$ cat config.mk
export PLATFORM = sky130hd
export DESIGN_NAME = display_top
export DESIGN_NICKNAME = d
export VERILOG_FILES = /design/src/source/display_pkg.sv /design/src/source/plot_area_decoder.sv /design/src/source/line_fill_ctrl.sv /design/src/source/line_buffer.sv /design/src/source/pixel_out.sv /design/src/source/display_top.sv
export SDC_FILE = /design/constraint.sdc
export NUM_CORES = 1
export LEC_CHECK = 0
export BUFFER_PORTS_ARGS = -buffer_cell sky130_fd_sc_hd__buf_2
export CAP_MARGIN = 10
export CORE_MARGIN = 8
export CORE_UTILIZATION = 60
export CTS_CLUSTER_SIZE = 16
export DETAILED_ROUTE_END_ITERATION = 12
export MAX_ROUTING_LAYER = met4
export PLACE_DENSITY = 0.88
export SYNTH_ARGS = -nofsm -noshare
export SYNTH_HDL_FRONTEND = slang
export SYNTH_SLANG_ARGS = --single-unit
$ cat constraint.sdc
create_clock -name clk -period 2.95 [get_ports clk]
set_input_delay 0.1475 -clock clk [delete_from_list [all_inputs] [get_ports clk]]
set_output_delay 0.1475 -clock clk [all_outputs]
set_load 0.005 [all_outputs]
$ cat src/source/display_pkg.sv
// Display compositor shared definitions
// Geometry, pixel codes, bus structs and fill FSM states

package display_pkg;

    // --------------------
    // Geometry and widths
    // --------------------
    localparam int h_active         = 64;                  // Active pixels per line
    localparam int v_active         = 48;                  // Active lines per frame
    localparam int px_cnt_w         = $clog2(h_active);
    localparam int line_cnt_w       = $clog2(v_active);
    localparam int color_w          = 1;                   // Bits per colour channel

    localparam int plot_origin_px   = 8;
    localparam int plot_width       = 32;
    localparam int plot_last_px     = plot_origin_px + plot_width - 1;
    localparam int plot_top_line    = 8;                   // Inclusive
    localparam int plot_height      = 32;
    localparam int plot_bottom_line = plot_top_line + plot_height - 1;  // Inclusive

    localparam int sample_w         = 5;                   // Low bits of acquired sample
    localparam int acq_addr_w       = $clog2(plot_width);
    localparam int line_buff_addr_w = px_cnt_w + 1;        // MSB picks buffer half

    // --------------------
    // Pixel codes
    // --------------------
    typedef logic [1:0] pixel_code_t;

    localparam pixel_code_t code_background = 2'b00;
    localparam pixel_code_t code_plot_empty = 2'b01;
    localparam pixel_code_t code_trace      = 2'b11;

    // --------------------
    // Buses
    // --------------------
    typedef struct packed {
        logic                        wr;
        logic [line_buff_addr_w-1:0] waddr;
        pixel_code_t                 wdata;
    } line_wr_t;

    typedef struct packed {
        logic                  rd;
        logic [acq_addr_w-1:0] raddr;
    } acq_rd_req_t;

    typedef struct packed {
        logic                rvalid;
        logic [sample_w-1:0] rdata;
    } acq_rd_rsp_t;

    typedef struct packed {
        logic [color_w-1:0] r;
        logic [color_w-1:0] g;
        logic [color_w-1:0] b;
    } rgb_t;

    // Line fill FSM
    typedef enum logic [2:0] {
        frame_end,
        wait_acq,
        swap,
        wait_line,
        bg_fill,
        plot_fill
    } fill_state_t;

endpackage

$ cat src/source/plot_area_decoder.sv
// Plot area decoder
// Flags fill positions inside the plot rectangle and turns a sample
// into a filled amplitude trace code for the current line
`timescale 1ns/100ps

module plot_area_decoder
    import display_pkg::*;
(
    input  logic [px_cnt_w-1:0]   px_pos,     // Pixel being filled
    input  logic [line_cnt_w-1:0] fill_line,  // Line being filled
    input  logic [sample_w-1:0]   sample,     // Sample for this column
    output logic                  in_plot,
    output pixel_code_t           code
);

    logic                  px_in;
    logic                  line_in;
    logic [line_cnt_w-1:0] height;

    // --------------------
    // Rectangle test
    // --------------------
    assign px_in   = (px_pos >= px_cnt_w'(plot_origin_px)) &&
                     (px_pos <= px_cnt_w'(plot_last_px));
    assign line_in = (fill_line >= line_cnt_w'(plot_top_line)) &&
                     (fill_line <= line_cnt_w'(plot_bottom_line));

    assign in_plot = px_in && line_in;

    // --------------------
    // Trace code
    // --------------------
    // Height of this line above the plot floor; the trace fills every
    // line from the floor up to the sample amplitude
    assign height = line_cnt_w'(plot_bottom_line) - fill_line;

    assign code = (height <= line_cnt_w'(sample)) ? code_trace : code_plot_empty;

endmodule

$ cat src/source/line_fill_ctrl.sv
// Line fill controller
// Starts one acquisition per frame, then builds each video line into the
// write half of the line buffer and swaps halves once per line
`timescale 1ns/100ps

module line_fill_ctrl
    import display_pkg::*;
(
    input  logic        clk,
    input  logic        rst,
    input  logic        frame_active,
    input  logic        line_active,
    input  logic        run_mode,
    input  logic        acq_done,
    output logic        acq_start,
    output logic        vga_en,
    output acq_rd_req_t acq_req,
    input  acq_rd_rsp_t acq_rsp,
    output line_wr_t    line_wr,
    output logic        buffer_sel
);

    fill_state_t state, state_next;

    logic frame_active_ff, frame_fall;
    logic acq_done_ff, acq_done_rise;

    logic [px_cnt_w-1:0]   px_fill, px_fill_next;
    logic [line_cnt_w-1:0] fill_line, fill_line_next;

    logic                        rd_q, rd_next;
    logic [acq_addr_w-1:0]       raddr_q, raddr_next;
    logic                        wr_q, wr_next;
    logic [line_buff_addr_w-1:0] waddr_q, waddr_next;
    pixel_code_t                 wdata_q, wdata_next;

    logic        buffer_sel_next;
    logic        vga_en_next;
    logic        in_plot;
    pixel_code_t plot_code;

    plot_area_decoder plot_area_decoder_i (
        .px_pos    (px_fill),
        .fill_line (fill_line),
        .sample    (acq_rsp.rdata),
        .in_plot   (in_plot),
        .code      (plot_code)
    );

    assign frame_fall    = !frame_active && frame_active_ff;
    assign acq_done_rise = acq_done && !acq_done_ff;

    // --------------------
    // Fill FSM
    // --------------------
    always_comb begin
        state_next      = state;
        px_fill_next    = px_fill;
        fill_line_next  = fill_line;
        rd_next         = 1'b0;
        raddr_next      = raddr_q;
        wr_next         = 1'b0;
        waddr_next      = waddr_q;
        wdata_next      = wdata_q;
        buffer_sel_next = buffer_sel;
        vga_en_next     = vga_en;

        case (state)
            frame_end: begin
                px_fill_next   = '0;
                fill_line_next = '0;
                state_next     = wait_acq;                 // acq_start pulses here
            end
            wait_acq: begin
                if (acq_done_rise || !run_mode)
                    state_next = bg_fill;
            end
            bg_fill: begin
                if (in_plot) begin                         // Kick off the sample reads
                    rd_next    = 1'b1;
                    raddr_next = '0;
                    state_next = plot_fill;
                end else begin
                    wr_next      = 1'b1;
                    waddr_next   = {buffer_sel, px_fill};
                    wdata_next   = code_background;
                    px_fill_next = px_fill + px_cnt_w'(1);
                    if (px_fill == px_cnt_w'(h_active - 1))
                        state_next = swap;
                end
            end
            plot_fill: begin
                if (rd_q && (raddr_q != acq_addr_w'(plot_width - 1))) begin
                    rd_next    = 1'b1;
                    raddr_next = raddr_q + acq_addr_w'(1);
                end
                if (acq_rsp.rvalid) begin                  // One pixel per returned sample
                    wr_next      = 1'b1;
                    waddr_next   = {buffer_sel, px_fill};
                    wdata_next   = plot_code;
                    px_fill_next = px_fill + px_cnt_w'(1);
                    if (px_fill == px_cnt_w'(plot_last_px))
                        state_next = bg_fill;
                end
            end
            swap: begin
                buffer_sel_next = !buffer_sel;
                vga_en_next     = 1'b1;
                px_fill_next    = '0;
                fill_line_next  = fill_line + line_cnt_w'(1);
                state_next      = wait_line;
            end
            wait_line: begin
                if (line_active)                           // Read side took the last line
                    state_next = bg_fill;
            end
            default: state_next = frame_end;
        endcase

        // A new frame restarts from any state
        if (frame_fall && (state != frame_end)) begin
            state_next = frame_end;
            rd_next    = 1'b0;
        end
    end

    always_ff @(posedge clk or posedge rst) begin
        if (rst) begin
            state           <= frame_end;
            frame_active_ff <= 1'b0;
            acq_done_ff     <= 1'b0;
            px_fill         <= '0;
            fill_line       <= '0;
            rd_q            <= 1'b0;
            wr_q            <= 1'b0;
            buffer_sel      <= 1'b0;
            vga_en          <= 1'b0;
            acq_start       <= 1'b0;
        end else begin
            state           <= state_next;
            frame_active_ff <= frame_active;
            acq_done_ff     <= acq_done;
            px_fill         <= px_fill_next;
            fill_line       <= fill_line_next;
            rd_q            <= rd_next;
            wr_q            <= wr_next;
            buffer_sel      <= buffer_sel_next;
            vga_en          <= vga_en_next;
            acq_start       <= (state == frame_end);   // frame_end lasts one cycle
        end
    end

    always_ff @(posedge clk) begin
        raddr_q <= raddr_next;
        waddr_q <= waddr_next;
        wdata_q <= wdata_next;
    end

    assign acq_req = '{rd: rd_q, raddr: raddr_q};
    assign line_wr = '{wr: wr_q, waddr: waddr_q, wdata: wdata_q};

endmodule

$ cat src/source/line_buffer.sv
// Line double buffer
// Two halves of one video line each, one write port and a registered read
`timescale 1ns/100ps

module line_buffer
    import display_pkg::*;
(
    input  logic                        clk,
    input  line_wr_t                    line_wr,
    input  logic                        rd,
    input  logic [line_buff_addr_w-1:0] raddr,
    output pixel_code_t                 rdata
);

    pixel_code_t mem [0:2*h_active-1];  // Lower half 0, upper half 1

    // --------------------
    // Write port
    // --------------------
    always_ff @(posedge clk) begin
        if (line_wr.wr)
            mem[line_wr.waddr] <= line_wr.wdata;
    end

    // --------------------
    // Read port
    // --------------------
    always_ff @(posedge clk) begin
        if (rd)
            rdata <= mem[raddr];   // Holds last value when idle
    end

endmodule

$ cat src/source/pixel_out.sv
// Pixel output stage
// Scans the display half of the line buffer and maps pixel codes to RGB,
// two cycles after px_cnt
`timescale 1ns/100ps

module pixel_out
    import display_pkg::*;
(
    input  logic                        clk,
    input  logic                        rst,
    input  logic                        line_active,
    input  logic [px_cnt_w-1:0]         px_cnt,
    input  logic                        buffer_sel,   // Half being written
    output logic                        rd,
    output logic [line_buff_addr_w-1:0] raddr,
    input  pixel_code_t                 rdata,
    output rgb_t                        pixel
);

    logic [1:0] line_active_d;
    logic       line_valid;
    rgb_t       rgb_q;

    // Read the half the fill side is not using
    assign raddr = {!buffer_sel, px_cnt};
    assign rd    = line_active;

    // --------------------
    // Line valid delay
    // --------------------
    always_ff @(posedge clk or posedge rst) begin
        if (rst)
            line_active_d <= '0;
        else
            line_active_d <= {line_active_d[0], line_active};
    end

    assign line_valid = line_active_d[1];   // Aligned with rgb_q

    // Code bit 0 drives red, bit 1 drives green
    always_ff @(posedge clk) begin
        rgb_q.r <= {color_w{rdata[0]}};
        rgb_q.g <= {color_w{rdata[1]}};
        rgb_q.b <= '0;
    end

    assign pixel = line_valid ? rgb_q : '0;

endmodule

$ cat src/source/display_top.sv
// Oscilloscope display compositor top level
// Line fill controller, line double buffer and pixel output stage
`timescale 1ns/100ps

module display_top
    import display_pkg::*;
(
    input  logic                clk,
    input  logic                rst,
    // Video timing
    input  logic                frame_active,
    input  logic                line_active,
    input  logic [px_cnt_w-1:0] px_cnt,
    input  logic                run_mode,
    output logic                vga_en,
    output rgb_t                pixel,
    // Acquisition unit
    output logic                acq_start,
    input  logic                acq_done,
    output acq_rd_req_t         acq_req,
    input  acq_rd_rsp_t         acq_rsp
);

    line_wr_t                    line_wr;
    logic                        buffer_sel;
    logic                        lb_rd;
    logic [line_buff_addr_w-1:0] lb_raddr;
    pixel_code_t                 lb_rdata;

    // --------------------
    // Write side
    // --------------------
    line_fill_ctrl line_fill_ctrl_i (
        .clk          (clk),
        .rst          (rst),
        .frame_active (frame_active),
        .line_active  (line_active),
        .run_mode     (run_mode),
        .acq_done     (acq_done),
        .acq_start    (acq_start),
        .vga_en       (vga_en),
        .acq_req      (acq_req),
        .acq_rsp      (acq_rsp),
        .line_wr      (line_wr),
        .buffer_sel   (buffer_sel)
    );

    line_buffer line_buffer_i (
        .clk     (clk),
        .line_wr (line_wr),
        .rd      (lb_rd),
        .raddr   (lb_raddr),
        .rdata   (lb_rdata)
    );

    // --------------------
    // Read side
    // --------------------
    pixel_out pixel_out_i (
        .clk         (clk),
        .rst         (rst),
        .line_active (line_active),
        .px_cnt      (px_cnt),
        .buffer_sel  (buffer_sel),
        .rd          (lb_rd),
        .raddr       (lb_raddr),
        .rdata       (lb_rdata),
        .pixel       (pixel)
    );

endmodule

==> results of run 1 <==
[worst paths after layout]
path                                                end  slack [ps]                          start  depth (start not counted)
max                         line_fill_ctrl_i.px_fill[5]         430  line_fill_ctrl_i.fill_line[3]                          7
min                         line_fill_ctrl_i.px_fill[1]         100                     acq_rsp[5]                          4
max reg2reg                 line_fill_ctrl_i.px_fill[5]         430  line_fill_ctrl_i.fill_line[3]                          7
min reg2reg                pixel_out_i.line_active_d[1]         380   pixel_out_i.line_active_d[0]                          0
max in group asynchronous   line_fill_ctrl_i.px_fill[0]        1940                            rst                          3
min in group asynchronous  pixel_out_i.line_active_d[1]         410                            rst                          3
[worst min-delay path: cells and delay by family]
family | cells | cell delay (ps)
AND/OR/NAND/NOR | 1 | 130
buffers and inverters | 1 | 100
AO/OA/AOI/OAI | 2 | 240
[metrics by stage]
step                instance area, µm²  hold slack (ps)  std cells  utilization [%]
floorplan                        12500              162        790                -
global placement                 13000              274       1073             62.7
detailed placement               13000              277       1073             62.7
CTS                              14000             71.2       1128             67.3
global route                     14000              140       1129             67.3
finish                           14000             98.0       1129             67.3
[registers in the layout, summed over array words and instances, names as in the netlist]
| register | count |
|---|---|
| line_buffer_i.mem | 256 |
| line_buffer_i.rdata | 2 |
| line_fill_ctrl_i.acq_done_ff | 1 |
| line_fill_ctrl_i.acq_start | 1 |
| line_fill_ctrl_i.buffer_sel | 1 |
| line_fill_ctrl_i.fill_line | 6 |
| line_fill_ctrl_i.frame_active_ff | 1 |
| line_fill_ctrl_i.px_fill | 6 |
| line_fill_ctrl_i.raddr_q | 5 |
| line_fill_ctrl_i.rd_q | 1 |
| line_fill_ctrl_i.state | 3 |
| line_fill_ctrl_i.vga_en | 1 |
| line_fill_ctrl_i.waddr_q | 7 |
| line_fill_ctrl_i.wdata_q | 2 |
| line_fill_ctrl_i.wr_q | 1 |
| pixel_out_i.line_active_d | 2 |
| pixel_out_i.rgb_q | 2 |
[layout by cell type, fill, tap and decap left out, drive strengths merged, types with 14 or more instances in the layout]
| cell | instances |
|---|---|
| mux4 | 56 |
| clkbuf | 38 |
| dfrtp | 24 |
| mux2 | 25 |
| mux2i | 16 |
| buf | 48 |
| inv | 17 |
| o21ai | 14 |
| nand2 | 27 |
| edfxtp | 272 |
| o22ai | 22 |
| nor2 | 144 |
| nand3 | 22 |
| nor3 | 14 |
[kinds of logic after synthesis]
group,after synthesis
AO/OA/AOI/OAI,67
XOR/XNOR,9
AND/OR/NAND/NOR,249
adder cells (fa/ha/maj),13
flip-flops,298
other,1
buffers and inverters,56
multiplexers,97
[power breakdown]
part	internal (mW)	switching (mW)
clock network	2.08	1.52
registers	5.40	0.245
logic	0.439	1.38
total	7.92	3.14
[repair_timing]
action                     CTS  global route
hold buffers                 4             0
setup endpoints to repair    0             0
hold endpoints to repair    31             0
[final cells by class]
type	instances	area (µm²)
well taps	275	344
inverters	16	60.1
flip-flops and latches	298	8810
diodes	1	2.50
clock inverters	13	164
fillers	1255	6780
repair buffers	52	360
multi-input cells	436	3470
clock buffers	38	759
[layer usage]
metal	vias to the layer above	global-route usage (%)	routed length [µm]
met5	-	-	0
met4	0	9.30	1200
met3	102	3.79	2590
met2	446	36.2	13900
met1	3563	26.2	9600
li1	3112	-	-
==> results.sh, run 1 <==
export IMPL_synth_simple_gate_area_share_pct=8.72
export IMPL_rsz0062_at_grt="no"
export IMPL_crit_path_start_kind="flop"
export IMPL_fmaxAchievable_ghz=0.397
export IMPL_outcome="completed"
export IMPL_cts_buffers=29
export IMPL_synth_cells=790
export IMPL_slew_headroom_pct=34.5
export IMPL_cts_tree="built"
export IMPL_grt_ovfl_total=0
export IMPL_tns_ps=0
export IMPL_yosys_area_share_adder_pct=1.30
export IMPL_synth_area_leaders="edfxtp_1 (65%), mux4_2 (10%), dfrtp_1 (4.8%)"
export IMPL_clk_path_buf_depth=3
export IMPL_hold_viol=0
export IMPL_grt_pass1_vias=7595
export IMPL_ant_nets=0
export IMPL_async_reset_ff_share_pct=8.05
export IMPL_fin_ws_ps=431
export IMPL_irDropWorstVdd_v=0.000794
export IMPL_grt_pass1_wl_um=42500
export IMPL_wirelength_um=27300
export IMPL_crit_family="compound AO/OA/AOI/OAI gates"
export IMPL_avgSynthCellArea_um2=15.9
export IMPL_clkSlewWorstSetupHoldPaths_ps=60
export IMPL_layout_min_cycle_time_ps=2520
export IMPL_yosysMostFrequentCell="edfxtp_1"
export IMPL_drive_gt1_share_pct=19.8
export IMPL_port_buffers=27
export IMPL_io_pin_count=29
export IMPL_synth_xor_area_share_pct=0.629
export IMPL_synth_top_cell_area_share_pct=65.1
export IMPL_areaGrowthSynthToFinish_pct=11.4
export IMPL_p_leak_nw=4.62
export IMPL_synth_area_mux_share_pct=13.6
export IMPL_num_vias=7223
export IMPL_avgRoutedWirePerCell_um=24.1
export IMPL_crit_buf_inv=0
export IMPL_ys_seq_area_share_pct=70.2
export IMPL_worstPathMaxFanout=9
export IMPL_cp_slowest_cell="dfrtp_1"
export IMPL_crit_arrival_ps=2970
export IMPL_synth_edf_count=272
export IMPL_post_cts_setup_buffers=0
export IMPL_synth_cells_most_frequent="edfxtp_1 (272), nor2_1 (144), mux4_2 (56), nand2_1 (27), mux2_2 (25)"
export IMPL_viasPerCell=6.40
export IMPL_grt_max_degree=97
export IMPL_fin_worst_skew_ps=30.1
export IMPL_worst_pin_slew_ps=981
export IMPL_drc=0
export IMPL_fp_dieW_um=161
export IMPL_synth_seq_cells=298
export IMPL_max_stage_delay_ps=490
export IMPL_pre_cts_ws_ps=238
export IMPL_yosys_area_top_type="edfxtp_1"
export IMPL_hpwl_um=16800
export IMPL_start_util_pct=60.4
export IMPL_syn_area_um2=12500
export IMPL_crit_chain="ha_1 -> nor4b_1 -> or4_1 -> a311o_1 -> a2111oi_2 -> xnor2_1 -> nor2_1"
export IMPL_post_cts_resized=0
export IMPL_first_pass_iters=5
export IMPL_synth_top_family_by_area="multiplexers"
export IMPL_coreArea_um2=20800
export IMPL_gp_congestion=0.835
export IMPL_syn_num_nets=821
export IMPL_nets=864
export IMPL_insertion_delay_ps=560
export IMPL_std_cell_rows=53
export IMPL_crit_required_ps=3400
export IMPL_ctsHtreeMaxLevel=1
export IMPL_synth_compound_area_share_pct=3.44
export IMPL_finalCritPeriodShare_pct=85.4
export IMPL_cts_root_buf="clkbuf_16"
export IMPL_dieArea_um2=25800
export IMPL_drv_cap=0
export IMPL_setup_violations=0
export IMPL_power_density_nw_per_um2=791
export IMPL_critPathKind="flop to flop"
export IMPL_clock_sinks=298
export IMPL_slew_viol_final=0
export IMPL_yosysWarnings=0
export IMPL_synthFlopType="edfxtp_1"
export IMPL_die_h_um=161
export IMPL_grt_use_total_pct=21.8
export IMPL_hp_class="input port to flop"
export IMPL_power_mw=11.1
export IMPL_worst_setup_path_end_kind="flop"
export IMPL_yosysUniqueCellTypes=43
export IMPL_drtIter0Drc=929
export IMPL_antenna_found_initial=1
(Power assumes the default switching activity.)
==> run 2: changes to the inputs <==
HOLD_SLACK_MARGIN = 0.12   (was default)
==> run 2 against run 1 <==
Effect of this change: hold slack better by 69 ps; global-route usage is essentially flat; non-clock buffer count grew 2; total power is essentially flat; critical path type unchanged; highest routed layer unchanged.
==> results.sh, run 2 (synthesized netlist as in run 1, its figures left out) <==
export IMPL_crit_chain="ha_1 -> nor4b_1 -> or4_1 -> a311o_1 -> a2111oi_2 -> xnor2_1 -> nor2_1"
export IMPL_cts_buffers=29
export IMPL_cts_root_buf="clkbuf_16"
export IMPL_gp_congestion=0.835
export IMPL_antenna_found_initial=1
export IMPL_areaGrowthSynthToFinish_pct=11.6
export IMPL_crit_arrival_ps=2970
export IMPL_tns_ps=0
export IMPL_hold_viol=0
export IMPL_die_h_um=161
export IMPL_drtIter0Drc=888
export IMPL_coreArea_um2=20800
export IMPL_irDropWorstVdd_v=0.000795
export IMPL_worst_setup_path_end_kind="flop"
export IMPL_clkSlewWorstSetupHoldPaths_ps=60
export IMPL_grt_max_degree=97
export IMPL_crit_family="compound AO/OA/AOI/OAI gates"
export IMPL_rsz0062_at_grt="no"
export IMPL_crit_path_start_kind="flop"
export IMPL_power_mw=11.1
export IMPL_std_cell_rows=53
export IMPL_grt_ovfl_total=0
export IMPL_cp_slowest_cell="dfrtp_1"
export IMPL_port_buffers=27
export IMPL_timing_hold_ws_ps=167
export IMPL_outcome="completed"
export IMPL_power_density_nw_per_um2=790
export IMPL_fp_dieW_um=161
export IMPL_ctsHtreeMaxLevel=1
export IMPL_crit_buf_inv=0
export IMPL_fmaxAchievable_ghz=0.397
export IMPL_nFillCells=1251
export IMPL_clock_sinks=298
export IMPL_clk_path_buf_depth=3
export IMPL_nets=866
export IMPL_r2r_slack_ps=430
export IMPL_grt_pass1_vias=7600
export IMPL_layout_min_cycle_time_ps=2520
export IMPL_io_pin_count=29
export IMPL_slew_viol_final=0
export IMPL_num_vias=7247
export IMPL_final_cell_mix="edfxtp_1 (272), nor2_1 (144), mux4_2 (56)"
export IMPL_drv_cap=0
export IMPL_fin_worst_skew_ps=27.5
export IMPL_regMostFlops="line_buffer_i.mem"
export IMPL_grt_use_total_pct=21.9
export IMPL_reg_top3="line_buffer_i.mem: 256 flops, line_fill_ctrl_i.waddr_q: 7 flops"
export IMPL_hpwl_um=16800
export IMPL_setup_violations=0
export IMPL_final_common_cell="edfxtp_1"
export IMPL_max_stage_delay_ps=490
export IMPL_wirelength_um=27300
export IMPL_slew_headroom_pct=35.0
export IMPL_worstPathMaxFanout=9
export IMPL_avgRoutedWirePerCell_um=24.2
export IMPL_viasPerCell=6.41
export IMPL_start_util_pct=60.4
export IMPL_insertion_delay_ps=560
export IMPL_cts_tree="built"
export IMPL_hp_class="input port to flop"
export IMPL_critPathKind="flop to flop"
export IMPL_drive_gt1_share_pct=19.8
export IMPL_p_leak_nw=4.62
export IMPL_worst_pin_slew_ps=973
export IMPL_ant_nets=0
export IMPL_grt_pass1_wl_um=42500
export IMPL_drc=0
export IMPL_finalCritPeriodShare_pct=85.4
export IMPL_dieArea_um2=25800
export IMPL_crit_required_ps=3400
export IMPL_first_pass_iters=5
export IMPL_largest_register_ffs=256
## run 2: cell types whose count changed in the layout (fill, tap and decap cells not counted)
cell / change
dlygate4sd3_1: +2
## run 2: timing repair
action	4_1_cts	5_1_grt
endpoints found under the setup margin	0	0
hold buffers	6	0
hold endpoints to repair	35	0
buffers inserted	0	0
resized for setup	0	0
## run 2: worst paths after layout
path | startpoint | end | depth (start not counted)
worst max register to register | line_fill_ctrl_i.fill_line[3] | line_fill_ctrl_i.px_fill[5] | 7
min in group asynchronous | rst | pixel_out_i.line_active_d[1] | 3
worst min register to register | pixel_out_i.line_active_d[0] | pixel_out_i.line_active_d[1] | 0
max in group asynchronous | rst | line_fill_ctrl_i.px_fill[0] | 3
worst max-delay path | line_fill_ctrl_i.fill_line[3] | line_fill_ctrl_i.px_fill[5] | 7
worst min-delay path | px_cnt[5] | line_buffer_i.rdata[0] | 4
## run 2: area by class of cell
cell class                      count  area (µm²)  share of cell area (%)
Sequential cell                   298        8810                    63.0
Inverter                           16        60.1                   0.429
Antenna cell                        1        2.50                  0.0179
Clock buffer                       38         759                    5.43
Tap cell                          275         344                    2.46
Multi-Input combinational cell    436        3470                    24.8
Clock inverter                     13         164                    1.17
Timing Repair Buffer               54         380                    2.72
## run 2: metrics by stage
stage | instance area, µm² | worst slack (ps) | std cells | util, %
2_1_floorplan | 12500 | 431 | 790 | -
3_3_place_gp | 13000 | 351 | 1073 | 62.7
3_5_place_dp | 13000 | 238 | 1073 | 62.7
4_1_cts | 14000 | 462 | 1130 | 67.4
5_1_grt | 14000 | 299 | 1131 | 67.4
6_report | 14000 | 431 | 1131 | 67.4
## run 2: per-layer routing
metal | vias up | routed length [µm] | track usage (%)
met5 | - | 0 | -
met4 | 0 | 1030 | 9.30
met3 | 88 | 2420 | 3.79
met2 | 453 | 14100 | 36.3
met1 | 3591 | 9780 | 26.2
li1 | 3115 | - | -
## run 2: power breakdown
group          total [mW]  switching (mW)  internal [mW]
registers            5.65           0.246           5.40
clock network        3.59            1.51           2.08
logic                1.82            1.38          0.440
## run 2: worst reg2reg max path: stages (launching register included)
cell and delay (ps):
dfrtp_1 490, ha_1 250, nor4b_1 140, or4_1 440, a311o_1 490, a2111oi_2 390, xnor2_1 160, nor2_1 50
==> run 3: changes to the inputs <==
ABC_CLOCK_PERIOD_IN_PS = 2950   (was default)
PLACE_DENSITY = 0.77   (was 0.88)
==> run 3 against run 2 <==
Effect of this change: first-iteration DRC count fell by 15%; highest routed layer unchanged; utilization rose by 0.37 points; fmax fell by 0.36%; combinational power rose by 3%; largest cell class unchanged.
==> results.sh, run 3 (synthesized netlist as in run 1, its figures left out) <==
export IMPL_outcome="completed"
export IMPL_clk_path_buf_depth=3
export IMPL_fin_worst_skew_ps=13.9
export IMPL_cts_buffers=31
export IMPL_cts_root_buf="clkbuf_16"
export IMPL_critPathCapture="line_fill_ctrl_i.px_fill[5]"
export IMPL_reg_top3="line_buffer_i.mem: 256 flops, line_fill_ctrl_i.waddr_q: 7 flops"
export IMPL_nets=870
export IMPL_final_cell_mix="edfxtp_1 (272), nor2_1 (144), mux4_2 (56)"
export IMPL_fp_dieW_um=161
export IMPL_clockPowerShare_pct=32.7
export IMPL_antenna_found_initial=1
export IMPL_grt_use_total_pct=21.7
export IMPL_ant_nets=0
export IMPL_irDropWorstVdd_v=0.000543
export IMPL_cts_tree="built"
export IMPL_worstPathMaxFanout=7
export IMPL_startpoint="line_fill_ctrl_i.fill_line[4]"
export IMPL_final_common_cell="edfxtp_1"
export IMPL_fin_ws_ps=421
export IMPL_crit_cells=8
export IMPL_r2r_end="line_fill_ctrl_i.px_fill[5]"
export IMPL_clock_sinks=298
export IMPL_p_leak_nw=4.68
export IMPL_port_buffers=27
export IMPL_setup_violations=0
export IMPL_fmaxAchievable_ghz=0.395
export IMPL_hold_buffers=6
export IMPL_hold_viol=0
export IMPL_wirelength_um=27000
export IMPL_p_comb_share_pct=16.7
export IMPL_max_stage_delay_ps=480
export IMPL_r2r_start="line_fill_ctrl_i.fill_line[4]"
export IMPL_power_internal_mw=8.00
export IMPL_hp_class="input port to flop"
export IMPL_coreArea_um2=20800
export IMPL_regMostFlops="line_buffer_i.mem"
export IMPL_clkSlewWorstSetupHoldPaths_ps=60
export IMPL_largest_register_ffs=256
export IMPL_critPathKind="flop to flop"
export IMPL_utilization_pct=67.8
export IMPL_worst_pin_slew_ps=971
export IMPL_gp_congestion=0.844
export IMPL_hpwl_um=17200
export IMPL_crit_chain="inv_1 -> ha_1 -> nor4b_1 -> or4_1 -> a311o_1 -> a2111oi_2 -> xnor2_1 -> nor2_1"
export IMPL_crit_buf_inv=1
export IMPL_die_h_um=161
export IMPL_pre_cts_ws_ps=344
export IMPL_finalCritPeriodShare_pct=85.7
export IMPL_first_pass_iters=5
export IMPL_worstRegToRegCells=8
export IMPL_start_util_pct=60.4
export IMPL_areaGrowthSynthToFinish_pct=12.2
export IMPL_layout_min_cycle_time_ps=2530
export IMPL_crit_path_start_kind="flop"
export IMPL_crit_family="compound AO/OA/AOI/OAI gates"
export IMPL_net_switching_power_mw=3.18
export IMPL_post_cts_setup_buffers=0
export IMPL_grt_ovfl_total=0
export IMPL_grt_pass1_vias=7546
export IMPL_slew_headroom_pct=35.2
export IMPL_seqPwrFrac_pct=50.6
export IMPL_power_density_nw_per_um2=795
export IMPL_drc=0
export IMPL_grt_pass1_wl_um=42100
export IMPL_nFillCells=1338
export IMPL_avgRoutedWirePerCell_um=23.7
export IMPL_tns_ps=0
export IMPL_cp_slowest_cell="a311o_1"
export IMPL_timing_hold_ws_ps=158
export IMPL_power_mw=11.2
export IMPL_ctsHtreeMaxLevel=1
export IMPL_rsz0062_at_grt="no"
export IMPL_insertion_delay_ps=540
export IMPL_multi_input_area_um2=3470
export IMPL_worst_setup_path_end_kind="flop"
export IMPL_grt_max_degree=89
export IMPL_io_pin_count=29
export IMPL_drv_cap=0
export IMPL_num_vias=7154
export IMPL_std_cell_rows=53
export IMPL_drive_gt1_share_pct=20.6
export IMPL_dieArea_um2=25800
export IMPL_crit_arrival_ps=2960
export IMPL_r2r_slack_ps=420
export IMPL_crit_required_ps=3380
export IMPL_seq_area_um2=8810
export IMPL_post_cts_resized=0
export IMPL_slew_viol_final=0
export IMPL_drtIter0Drc=754
export IMPL_viasPerCell=6.28
export IMPL_sw_frac_of_total_pct=28.5
run 3: final cells by class:
| class | instances | area share [%] |
|---|---|---|
| Multi-Input combinational cell | 436 | 24.7 |
| Clock buffer | 42 | 5.88 |
| Inverter | 16 | 0.427 |
| Timing Repair Buffer | 56 | 2.99 |
| Sequential cell | 298 | 62.6 |
| Clock inverter | 15 | 0.943 |
| Antenna cell | 1 | 0.0178 |
| Tap cell | 275 | 2.45 |
run 3: worst register-to-register path, stage by stage, from the launching register on:
cell	delay (ps)
dfrtp_1	430
inv_1	120
ha_1	190
nor4b_1	140
or4_1	420
a311o_1	480
a2111oi_2	410
xnor2_1	170
nor2_1	50
run 3: worst min path at each step:
stage               slack (ps)  cells past startpoint    startpoint                                to
floorplan                  160                      1           rst      line_fill_ctrl_i.acq_done_ff
detailed placement         280                      1  frame_active  line_fill_ctrl_i.frame_active_ff
finish                     160                      4     px_cnt[5]            line_buffer_i.rdata[0]
CTS                        130                      4     px_cnt[5]            line_buffer_i.rdata[0]
global placement           270                      1      acq_done      line_fill_ctrl_i.acq_done_ff
global route               160                      4     px_cnt[5]            line_buffer_i.rdata[0]
run 3: power groups by stage:
stage,logic [mW],registers [mW],clock network (mW)
floorplan,0.915,5.88,0
global placement,1.75,5.71,0
global route,2.01,5.69,3.85
finish,1.87,5.66,3.66
detailed placement,1.83,5.73,0
CTS,1.86,5.65,3.71
run 3: per-stage QoR:
| step | std cells | cell area [µm²] |
|---|---|---|
| 6_report | 1139 | 14100 |
| 3_5_place_dp | 1075 | 13000 |
| 5_1_grt | 1139 | 14100 |
| 2_1_floorplan | 790 | 12500 |
| 4_1_cts | 1138 | 14100 |
| 3_3_place_gp | 1075 | 13000 |
run 3: per-layer routing:
| layer | up-vias | track usage (%) | wire length, µm |
|---|---|---|---|
| met2 | 363 | 36.4 | 13800 |
| met5 | - | - | 0 |
| li1 | 3130 | - | - |
| met1 | 3593 | 26.8 | 10000 |
| met3 | 68 | 3.40 | 2350 |
| met4 | 0 | 7.39 | 783 |
